`config.mk`:
```
export PLATFORM = sky130hd
export DESIGN_NAME = tilemap_top
export DESIGN_NICKNAME = d
export VERILOG_FILES = /design/src/design/tilemap_pkg.sv /design/src/design/line_setup.sv /design/src/design/gfx_bank_mapper.sv /design/src/design/tile_renderer.sv /design/src/design/line_buffer_writer.sv /design/src/design/tilemap_top.sv
export SDC_FILE = /design/constraint.sdc
export NUM_CORES = 1
export LEC_CHECK = 0
export BUFFER_PORTS_ARGS = -buffer_cell sky130_fd_sc_hd__buf_2
export CORE_ASPECT_RATIO = 0.5
export CORE_MARGIN = 4
export CORE_UTILIZATION = 34
export CTS_BUF_LIST = sky130_fd_sc_hd__clkbuf_8
export DETAILED_ROUTE_END_ITERATION = 10
export GPL_TIMING_DRIVEN = 0
export PLACE_DENSITY = 0.56
export SYNTH_ARGS = -nofsm -noshare
export SYNTH_HDL_FRONTEND = slang
export SYNTH_SLANG_ARGS = --single-unit
export TNS_END_PERCENT = 5
```
`constraint.sdc`:
```
create_clock -name clk -period 3.96 [get_ports clk]
set_input_delay 0.396 -clock clk [delete_from_list [all_inputs] [get_ports clk]]
set_output_delay 0.396 -clock clk [all_outputs]
set_load 0.005 [all_outputs]
```
`src/design/tilemap_pkg.sv`:
```
//****************************
// tile map shared types
// line config, tile attributes, mapper result, pixel word
//****************************
`default_nettype none

package tilemap_pkg;

    // layer size code, decoded from one-hot size
    typedef logic [1:0] layer_t;

    localparam layer_t LAYER_NONE = 2'd0;
    localparam layer_t LAYER_8    = 2'd1;
    localparam layer_t LAYER_16   = 2'd2;
    localparam layer_t LAYER_32   = 2'd3;

    // latched once per line
    typedef struct packed {
        logic [10:0] vline;     // map row pixel line
        logic [8:0]  buf_start; // first write address
        logic [7:0]  tile_base; // first code word in tile RAM
        layer_t      layer;
    } line_cfg_t;

    // attribute word, bits 8:0 of the second tile RAM read
    typedef struct packed {
        logic [1:0] group;
        logic       vflip;
        logic       hflip;
        logic [4:0] pal;
    } tile_attr_t;

    typedef struct packed {
        logic [3:0] offset;   // ORed into rom_addr[19:16]
        logic [3:0] mask;     // ANDed over rom_addr[19:16]
        logic       unmapped;
    } bank_map_t;

    // line buffer data word
    typedef struct packed {
        logic [1:0] group;
        logic [4:0] pal;
        logic [3:0] colour;
    } pixel_t;

    // one pixel out of four bit planes, plane 3 in the top byte
    function automatic logic [3:0] planar_pick(input logic [31:0] w, input logic hflip);
        if (hflip) begin
            return {w[24], w[16], w[8], w[0]};
        end
        return {w[31], w[23], w[15], w[7]};
    endfunction

endpackage

`default_nettype wire

```
`src/design/line_setup.sv`:
```
//****************************
// line setup
// latches scroll position and layer geometry on start
//****************************
`default_nettype none

module line_setup (
    input  wire                    clk,
    input  wire                    rst,
    input  wire                    start,
    input  wire                    flip,
    input  wire [8:0]              vrender,
    input  wire [2:0]              size,
    input  wire [15:0]             hpos,
    input  wire [15:0]             vpos,
    output tilemap_pkg::line_cfg_t cfg,
    output logic                   go
);
    import tilemap_pkg::*;

    layer_t      layer;
    logic [8:0]  fine;      // hpos modulo tile width
    logic [8:0]  base;
    logic [7:0]  tile_base;
    logic [10:0] vline;

    always_comb begin
        case (size)
            3'b001:  layer = LAYER_8;
            3'b010:  layer = LAYER_16;
            3'b100:  layer = LAYER_32;
            default: layer = LAYER_NONE;
        endcase
    end

    // blank area is drawn too, so the line starts before column 64
    always_comb begin
        case (layer)
            LAYER_8: begin
                fine      = {6'd0, hpos[2:0]};
                base      = 9'h038;
                tile_base = 8'h00;
            end
            LAYER_16: begin
                fine      = {5'd0, hpos[3:0]};
                base      = 9'h030;
                tile_base = 8'h80;
            end
            default: begin // 32x32 geometry when no layer is set
                fine      = {4'd0, hpos[4:0]};
                base      = 9'h020;
                tile_base = 8'hE0;
            end
        endcase
    end

    assign vline = vpos[10:0] + {2'b00, vrender ^ {1'b0, {8{flip}}}};

    always_ff @(posedge clk or posedge rst) begin
        if (rst) begin
            cfg <= '0;
            go  <= 1'b0;
        end else begin
            go <= start;
            if (start) begin
                cfg.vline     <= vline;
                cfg.buf_start <= base - fine;
                cfg.tile_base <= tile_base;
                cfg.layer     <= layer;
            end
        end
    end

endmodule

`default_nettype wire

```
`src/design/gfx_bank_mapper.sv`:
```
//****************************
// graphics bank mapper
// per-layer ROM offset and mask, flags codes out of range
//****************************
`default_nettype none

module gfx_bank_mapper (
    input  wire                    clk,
    input  wire                    rst,
    input  tilemap_pkg::layer_t    layer,
    input  wire [9:0]              code_hi,
    input  wire [15:0]             bank_offset,
    input  wire [15:0]             bank_mask,
    output tilemap_pkg::bank_map_t map
);
    import tilemap_pkg::*;

    logic [3:0] offset;
    logic [3:0] mask;
    logic       unmapped;

    // nibble n-1 of each bank register belongs to layer n
    always_comb begin
        case (layer)
            LAYER_8: begin
                offset = bank_offset[3:0];
                mask   = bank_mask[3:0];
            end
            LAYER_16: begin
                offset = bank_offset[7:4];
                mask   = bank_mask[7:4];
            end
            LAYER_32: begin
                offset = bank_offset[11:8];
                mask   = bank_mask[11:8];
            end
            default: begin
                offset = 4'd0;
                mask   = 4'd0;
            end
        endcase
    end

    // any top code bit that the mask drops means no ROM behind it
    assign unmapped = |(code_hi[9:6] & ~mask);

    always_ff @(posedge clk or posedge rst) begin
        if (rst) begin
            map <= '0;
        end else begin
            map.offset   <= offset;
            map.mask     <= mask;
            map.unmapped <= unmapped;
        end
    end

endmodule

`default_nettype wire

```
`src/design/tile_renderer.sv`:
```
//****************************
// tile renderer
// tile RAM reads, ROM fetch and planar pixel shift
//****************************
`default_nettype none

module tile_renderer (
    input  wire                    clk,
    input  wire                    rst,
    input  tilemap_pkg::line_cfg_t cfg,
    input  wire                    go,
    input  wire                    line_end,
    input  wire [15:0]             tile_data,
    input  tilemap_pkg::bank_map_t map,
    input  wire [31:0]             rom_data,
    input  wire                    rom_ok,
    output logic [7:0]             tile_addr,
    output logic [9:0]             code_hi,
    output tilemap_pkg::layer_t    layer,
    output logic [19:0]            rom_addr,
    output logic                   rom_half,
    output logic                   rom_cs,
    output tilemap_pkg::pixel_t    pix,
    output logic                   pix_valid,
    output logic                   line_go
);
    import tilemap_pkg::*;

    localparam logic [2:0] S_IDLE    = 3'd0;
    localparam logic [2:0] S_RD_CODE = 3'd1; // code address goes into the RAM
    localparam logic [2:0] S_CODE    = 3'd2;
    localparam logic [2:0] S_ATTR    = 3'd3; // also the mapper wait
    localparam logic [2:0] S_ADDR    = 3'd4;
    localparam logic [2:0] S_WAIT    = 3'd5;
    localparam logic [2:0] S_SHIFT   = 3'd6;

    logic [2:0]  state;
    logic [15:0] code;
    tile_attr_t  attr;
    logic [31:0] shreg;     // current ROM word, shifted out a pixel per cycle
    logic [2:0]  pix_cnt;
    logic [1:0]  burst;     // ROM word index in the tile
    logic [1:0]  last_burst;
    logic [19:0] pre_addr;
    logic [19:0] tile_rom_addr;

    assign layer   = cfg.layer;
    assign code_hi = code[15:6];

    always_comb begin
        case (cfg.layer)
            LAYER_8:  last_burst = 2'd0;
            LAYER_16: last_burst = 2'd1;
            default:  last_burst = 2'd3;
        endcase
    end

    // ROM address from code and tile line, then banked
    always_comb begin
        case (cfg.layer)
            LAYER_8:  pre_addr = {1'b0, code, cfg.vline[2:0] ^ {3{attr.vflip}}};
            LAYER_16: pre_addr = {code, cfg.vline[3:0] ^ {4{attr.vflip}}};
            default:  pre_addr = {code[13:0], cfg.vline[4:0] ^ {5{attr.vflip}}, attr.hflip};
        endcase
        tile_rom_addr = (pre_addr & {map.mask, 16'hFFFF}) | {map.offset, 16'h0000};
    end

    assign pix_valid  = (state == S_SHIFT);
    assign line_go    = go && (state == S_IDLE);
    assign pix.group  = attr.group;
    assign pix.pal    = attr.pal;
    assign pix.colour = map.unmapped ? 4'hF : planar_pick(shreg, attr.hflip);

    always_ff @(posedge clk or posedge rst) begin
        if (rst) begin
            state     <= S_IDLE;
            tile_addr <= 8'd0;
            code      <= 16'd0;
            rom_addr  <= 20'd0;
            rom_half  <= 1'b0;
            rom_cs    <= 1'b0;
            pix_cnt   <= 3'd0;
            burst     <= 2'd0;
        end else if (line_end) begin
            state  <= S_IDLE; // writer ended the line
            rom_cs <= 1'b0;
            burst  <= 2'd0;
        end else begin
            case (state)
                S_IDLE: begin
                    if (go) begin
                        tile_addr <= cfg.tile_base;
                        burst     <= 2'd0;
                        state     <= S_RD_CODE;
                    end
                end
                S_RD_CODE: begin
                    tile_addr <= tile_addr + 8'd1; // attribute word
                    state     <= S_CODE;
                end
                S_CODE: begin
                    code      <= tile_data;
                    tile_addr <= tile_addr + 8'd1; // next tile code
                    state     <= S_ATTR;
                end
                S_ATTR: begin
                    state <= S_ADDR; // map valid next cycle
                end
                S_ADDR: begin
                    rom_addr <= tile_rom_addr;
                    rom_half <= attr.hflip;
                    rom_cs   <= 1'b1;
                    state    <= S_WAIT;
                end
                S_WAIT: begin
                    if (rom_ok) begin
                        pix_cnt  <= 3'd0;
                        rom_half <= ~rom_half; // next word is the other half
                        // 32x32 right half after two words
                        if (last_burst == 2'd3 && burst == 2'd1) begin
                            rom_addr[0] <= ~rom_addr[0];
                        end
                        state <= S_SHIFT;
                    end
                end
                S_SHIFT: begin
                    pix_cnt <= pix_cnt + 3'd1;
                    if (pix_cnt == 3'd7) begin
                        if (burst == last_burst) begin
                            burst  <= 2'd0;
                            rom_cs <= 1'b0;
                            state  <= S_RD_CODE;
                        end else begin
                            burst <= burst + 2'd1;
                            state <= S_WAIT;
                        end
                    end
                end
                default: state <= S_IDLE;
            endcase
        end
    end

    // tile payload, no reset needed
    always_ff @(posedge clk) begin
        if (state == S_ATTR) begin
            attr <= tile_data[8:0];
        end
        if (state == S_WAIT && rom_ok) begin
            shreg <= rom_data;
        end else if (state == S_SHIFT) begin
            shreg <= attr.hflip ? shreg >> 1 : shreg << 1; // LSB first when flipped
        end
    end

endmodule

`default_nettype wire

```
`src/design/line_buffer_writer.sv`:
```
//****************************
// line buffer writer
// addresses pixels into the buffer, ends the line
//****************************
`default_nettype none

module line_buffer_writer #(
    parameter int unsigned LINE_LAST = 447
) (
    input  wire                 clk,
    input  wire                 rst,
    input  wire                 line_go,
    input  wire [8:0]           buf_start,
    input  tilemap_pkg::pixel_t pix,
    input  wire                 pix_valid,
    input  wire                 stop,
    output logic [8:0]          buf_addr,
    output tilemap_pkg::pixel_t buf_data,
    output logic                buf_wr,
    output logic                line_end,
    output logic                done
);

    logic [8:0] next_addr;  // address of the next pixel

    // last entry just written, or the line was cut short
    assign line_end = stop || (buf_wr && buf_addr == 9'(LINE_LAST));

    always_ff @(posedge clk or posedge rst) begin
        if (rst) begin
            buf_addr  <= 9'd0;
            next_addr <= 9'd0;
            buf_wr    <= 1'b0;
            done      <= 1'b0;
        end else begin
            done   <= line_end;
            buf_wr <= 1'b0;
            if (line_end) begin
                buf_addr <= 9'd0;
            end else if (line_go) begin
                next_addr <= buf_start;
            end else if (pix_valid) begin
                buf_wr    <= 1'b1;
                buf_addr  <= next_addr;
                next_addr <= next_addr + 9'd1;
            end
        end
    end

    always_ff @(posedge clk) begin
        if (pix_valid) begin
            buf_data <= pix;
        end
    end

endmodule

`default_nettype wire

```
`src/design/tilemap_top.sv`:
```
//****************************
// scroll layer line renderer
// setup, bank mapper, renderer and line buffer writer
//****************************
`default_nettype none

module tilemap_top #(
    parameter int unsigned LINE_LAST = 447
) (
    input  wire                 clk,
    input  wire                 rst,
    input  wire                 flip,
    input  wire [8:0]           vrender,
    input  wire [2:0]           size,     // one-hot, bit 0 is 8x8
    input  wire [15:0]          hpos,
    input  wire [15:0]          vpos,
    input  wire                 start,
    input  wire                 stop,
    output logic                done,
    input  wire [15:0]          bank_offset,
    input  wire [15:0]          bank_mask,
    output logic [7:0]          tile_addr,
    input  wire [15:0]          tile_data,
    output logic [19:0]         rom_addr,
    output logic                rom_half,
    output logic                rom_cs,
    input  wire [31:0]          rom_data,
    input  wire                 rom_ok,
    output logic [8:0]          buf_addr,
    output tilemap_pkg::pixel_t buf_data,
    output logic                buf_wr
);
    import tilemap_pkg::*;

    line_cfg_t cfg;
    logic      go;
    layer_t    layer;
    logic [9:0] code_hi;
    bank_map_t map;
    pixel_t    pix;
    logic      pix_valid;
    logic      line_go;
    logic      line_end;

    line_setup u_setup (
        .clk     (clk),
        .rst     (rst),
        .start   (start),
        .flip    (flip),
        .vrender (vrender),
        .size    (size),
        .hpos    (hpos),
        .vpos    (vpos),
        .cfg     (cfg),
        .go      (go)
    );

    gfx_bank_mapper u_mapper (
        .clk         (clk),
        .rst         (rst),
        .layer       (layer),
        .code_hi     (code_hi),
        .bank_offset (bank_offset),
        .bank_mask   (bank_mask),
        .map         (map)
    );

    tile_renderer u_render (
        .clk       (clk),
        .rst       (rst),
        .cfg       (cfg),
        .go        (go),
        .line_end  (line_end),
        .tile_data (tile_data),
        .map       (map),
        .rom_data  (rom_data),
        .rom_ok    (rom_ok),
        .tile_addr (tile_addr),
        .code_hi   (code_hi),
        .layer     (layer),
        .rom_addr  (rom_addr),
        .rom_half  (rom_half),
        .rom_cs    (rom_cs),
        .pix       (pix),
        .pix_valid (pix_valid),
        .line_go   (line_go)
    );

    line_buffer_writer #(
        .LINE_LAST (LINE_LAST)
    ) u_writer (
        .clk       (clk),
        .rst       (rst),
        .line_go   (line_go),
        .buf_start (cfg.buf_start),
        .pix       (pix),
        .pix_valid (pix_valid),
        .stop      (stop),
        .buf_addr  (buf_addr),
        .buf_data  (buf_data),
        .buf_wr    (buf_wr),
        .line_end  (line_end),
        .done      (done)
    );

endmodule

`default_nettype wire

```
==> results by group <==
Clock network
  – CTS tree: done
  – Bufs on Longest Clock Path: 2
  – CTS Root Cell: clkbuf_8
  – Clk sinks: 151
  – Cts repair resizes: 0
  – CTS Buf Count: 17
  – Worst-path clk slew: 0.09 ns
  – H-tree levels: 4
  – Worst skew pair latency: 0.48 ns
  – Setup Buffers After CTS: 0
  – Hold Buf Count CTS: 0

Logic synthesis
  – Synth Instances: 676
  – Post-Syn Area: 7510 sq um
  – Avg Cell Area, Syn: 11.1 sq um
  – Synth Net Count: 825
  – Synth warn: 0
  – Yosys reg bits: 151
  – Post-synth EDFFs: 52
  – Main synth FF type: dfrtp_1
  – Register area share after synthesis: 0.538
  – Distinct cells, synth: 62
  – Async SR Flop Fraction: 0.656

STA
  – Total Negative Setup Slacks: 0 ns
  – Final hold vios: 0
  – Fin crit share: 0.652
  – Setup repair after global routing missed its margin: false
  – Setup violations, final: 0
  – Max-Slew Margin vs Limit: 0.246
  – Fmax: 387 MHz
  – Clock Skew: 0.0113 ns
  – Slack of the critical path: 1.38 ns
  – Max-slew violations: 0
  – Worst-Margin Slew: 1.13 ns
  – Final worst path period need: 2.58 ns

Cells and area
  – Multi-input gate area: 3180 sq um
  – Share of cells above drive strength 1: 0.276
  – Final instance area: 9080 sq um
  – Fin util: 0.419
  – Seq. cell area: 4040 sq um
  – Syn-to-layout area delta: 20.9%
  – Nets: 991
  – Fillers: 2,158
  – Ant. Diodes: 0

Global route
  – First-pass GRT wire length: 32,000 um
  – Total Routing Usage GR: 0.165
  – Largest net degree at the start of global routing: 61
  – Overflow after GRT: 0
  – Initial antenna violation count: 0
  – Number of global-route vias before repair: 5,831

Placement
  – Hpwl dp: 14,800 um
  – Placed instance area: 8640 sq um
  – RePlAce Congestion: 0.824
  – I/O Buffers: 146
  – Post-Place Setup Slack: 1.10 ns

Die
  – Total core area: 21,700 sq um
  – Core Rows: 38
  – DIE WIDTH: 218 um
  – Top Ports: 182
  – Die Span Y: 113 um
  – Starting density of the core: 0.346
  – Die area: 24,700 sq um

Status
  – Status: complete, no violations

Pwr
  – Pwr dens: 506 nW/um^2
  – Maximum vdd ir drop: 0.000208 V
  – LEAKAGE: 3.93 nW

Hold path
  – Worst hold path class: in -> reg
  – Hold Startpoint: start
  – Cells on Worst Hold Path: 1
  – Sink of the worst hold path: u_setup.go

Route
  – Post-DR vias/cell: 5.04
  – # DRC: 0
  – Vias: 5,823
  – Post-route ant nets: 0
  – Post-Route WL: 20,100 um
  – Drt wl/cell: 17.4 um
  – Router iterations before antenna repair: 6
  – Initial DRC count: 362

Critical path
  – CP top delay family: buffers and inverters
  – RR Endpoint: u_writer.next_addr[0]
  – Crit path capture type: register
  – Worst R2R Setup Slack: 1.38 ns
  – Crit. path cell count: 6
  – Crit start category: register
  – Bufs and invs on worst path: 2
  – Worst EP required: 4.31 ns
  – Crit Path Class: reg -> reg
  – CP max-delay cell: buf_1
  – Reg2reg start: u_render.state[0]
  – Critical-path cell list: nand3b_1, clkinv_1, buf_1, nand2_1, o21ai_0, a2bb2oi_1
  – Critical-path maximum fanout: 20
  – Worst-case reg-to-reg path depth: 6
  – CP max stage delay: 0.86 ns
  – WP data arrival: 2.93 ns

Run
  – Maxcap violations: 0
[sequential cells by signal, summed over array words and instances, names as in the netlist]
name / flops
u_render.pix: 7
u_writer.buf_wr: 1
u_render.rom_half: 1
u_setup.go: 1
u_writer.buf_addr: 9
u_writer.buf_data: 11
u_render.rom_addr: 20
u_render.burst: 2
u_render.tile_addr: 8
u_render.attr: 2
u_writer.next_addr: 9
u_setup.cfg: 15
u_render.rom_cs: 1
u_render.code: 16
u_render.pix_cnt: 3
u_render.state: 3
u_writer.done: 1
u_render.shreg: 32
u_mapper.map: 9
[metrics by stage]
| stage | power, W | cells | hold WS, ns |
|---|---|---|---|
| global placement | 0.00326 | 1122 | 0.406 |
| floorplan | 0.00284 | 676 | 0.400 |
| CTS | 0.00463 | 1155 | 0.0321 |
| detailed placement | 0.00328 | 1123 | 0.408 |
| finish | 0.00459 | 1155 | 0.0621 |
| global route | 0.00486 | 1155 | 0.0259 |
[worst max path at each step]
stage                       endpoint  slack [ns]               from
2_1_floorplan        u_mapper.map[0]        0.97                rst
3_3_place_gp           u_writer.done       -0.35                rst
3_5_place_dp      u_render.shreg[18]        1.10  u_render.state[1]
4_1_cts            u_render.shreg[7]        1.07  u_render.state[1]
5_1_grt        u_writer.next_addr[0]        1.08  u_render.state[0]
6_report       u_writer.next_addr[0]        1.38  u_render.state[0]
[placed cells by master (no fill, tap or decap), types with 9 or more instances in the layout]
master,count
inv_1,23
nand3_1,14
nand2_1,60
o21ai_0,57
nor2b_1,9
mux2_2,31
clkbuf_8,19
mux2_4,10
edfxtp_1,52
a21oi_1,53
mux2i_1,36
clkbuf_1,32
a22oi_1,16
dfrtp_1,99
buf_2,152
nor2_1,40
xnor2_1,14
ha_1,18
[where the power goes]
part | total [W] | switching, W | internal (W)
combinational | 0.00108 | 0.000530 | 0.000551
sequential | 0.00217 | 0.000268 | 0.00191
clock | 0.00134 | 0.000622 | 0.000717
[metal layers]
metal	vias up	part of all wire	GRT usage
li1	2808	-	-
met1	2853	0.51	0.244
met2	146	0.44	0.244
met3	16	0.044	0.0386
met4	0	0.0094	0.0446
met5	-	0	0
[synth_stat cells (2+ instances only)]
| cell | n | area share |
|---|---|---|
| dfrtp_1 | 99 | 0.33 |
| xnor2_1 | 14 | 0.016 |
| o22ai_1 | 4 | 0.0033 |
| o21ai_0 | 57 | 0.038 |
| a2bb2oi_1 | 6 | 0.0070 |
| edfxtp_1 | 52 | 0.21 |
| mux2i_1 | 36 | 0.048 |
| a31oi_1 | 3 | 0.0025 |
| buf_1 | 3 | 0.0015 |
| and2_1 | 2 | 0.0017 |
| or4_1 | 2 | 0.0020 |
| and3_1 | 5 | 0.0042 |
| buf_6 | 2 | 0.0030 |
| nor2b_1 | 9 | 0.0075 |
| inv_1 | 22 | 0.011 |
| a22oi_1 | 16 | 0.016 |
| a211oi_1 | 7 | 0.0070 |
| nand2_1 | 61 | 0.030 |
| a211o_1 | 5 | 0.0058 |
| xor2_1 | 8 | 0.0093 |
| mux2_4 | 10 | 0.020 |
| a222oi_1 | 8 | 0.011 |
| ha_1 | 18 | 0.030 |
| nand3b_1 | 3 | 0.0030 |
| nor2_1 | 40 | 0.020 |
| and4_1 | 2 | 0.0023 |
| a22o_1 | 3 | 0.0035 |
| nand4_1 | 8 | 0.0067 |
| a21oi_1 | 53 | 0.035 |
| a21o_1 | 2 | 0.0020 |
| buf_2 | 6 | 0.0040 |
| nor3_1 | 4 | 0.0027 |
| o31ai_1 | 2 | 0.0020 |
| mux2_2 | 31 | 0.046 |
| clkbuf_1 | 32 | 0.016 |
| nand2b_1 | 2 | 0.0017 |
| nand3_1 | 14 | 0.0093 |
[final cells by class]
cell class                 instances  area share
sequential                       151       0.445
multi-input combinational        457       0.350
timing repair buffer             147      0.0827
tap                              300      0.0413
clock buffer                      19      0.0288
buffer                            44      0.0219
clock inverter                    13      0.0196
inverter                          24      0.0105
[logic make-up after synthesis]
kind of cell,after synthesis,synth area share
buffers and inverters,68,0.0388
adders and majority gates,19,0.0327
muxes,77,0.114
AOI/OAI and AO/OA,178,0.148
and+or+nand+nor,161,0.102
DFF,151,0.538
xor gates and xnor gates,22,0.0257
(Power assumes the default switching activity.)
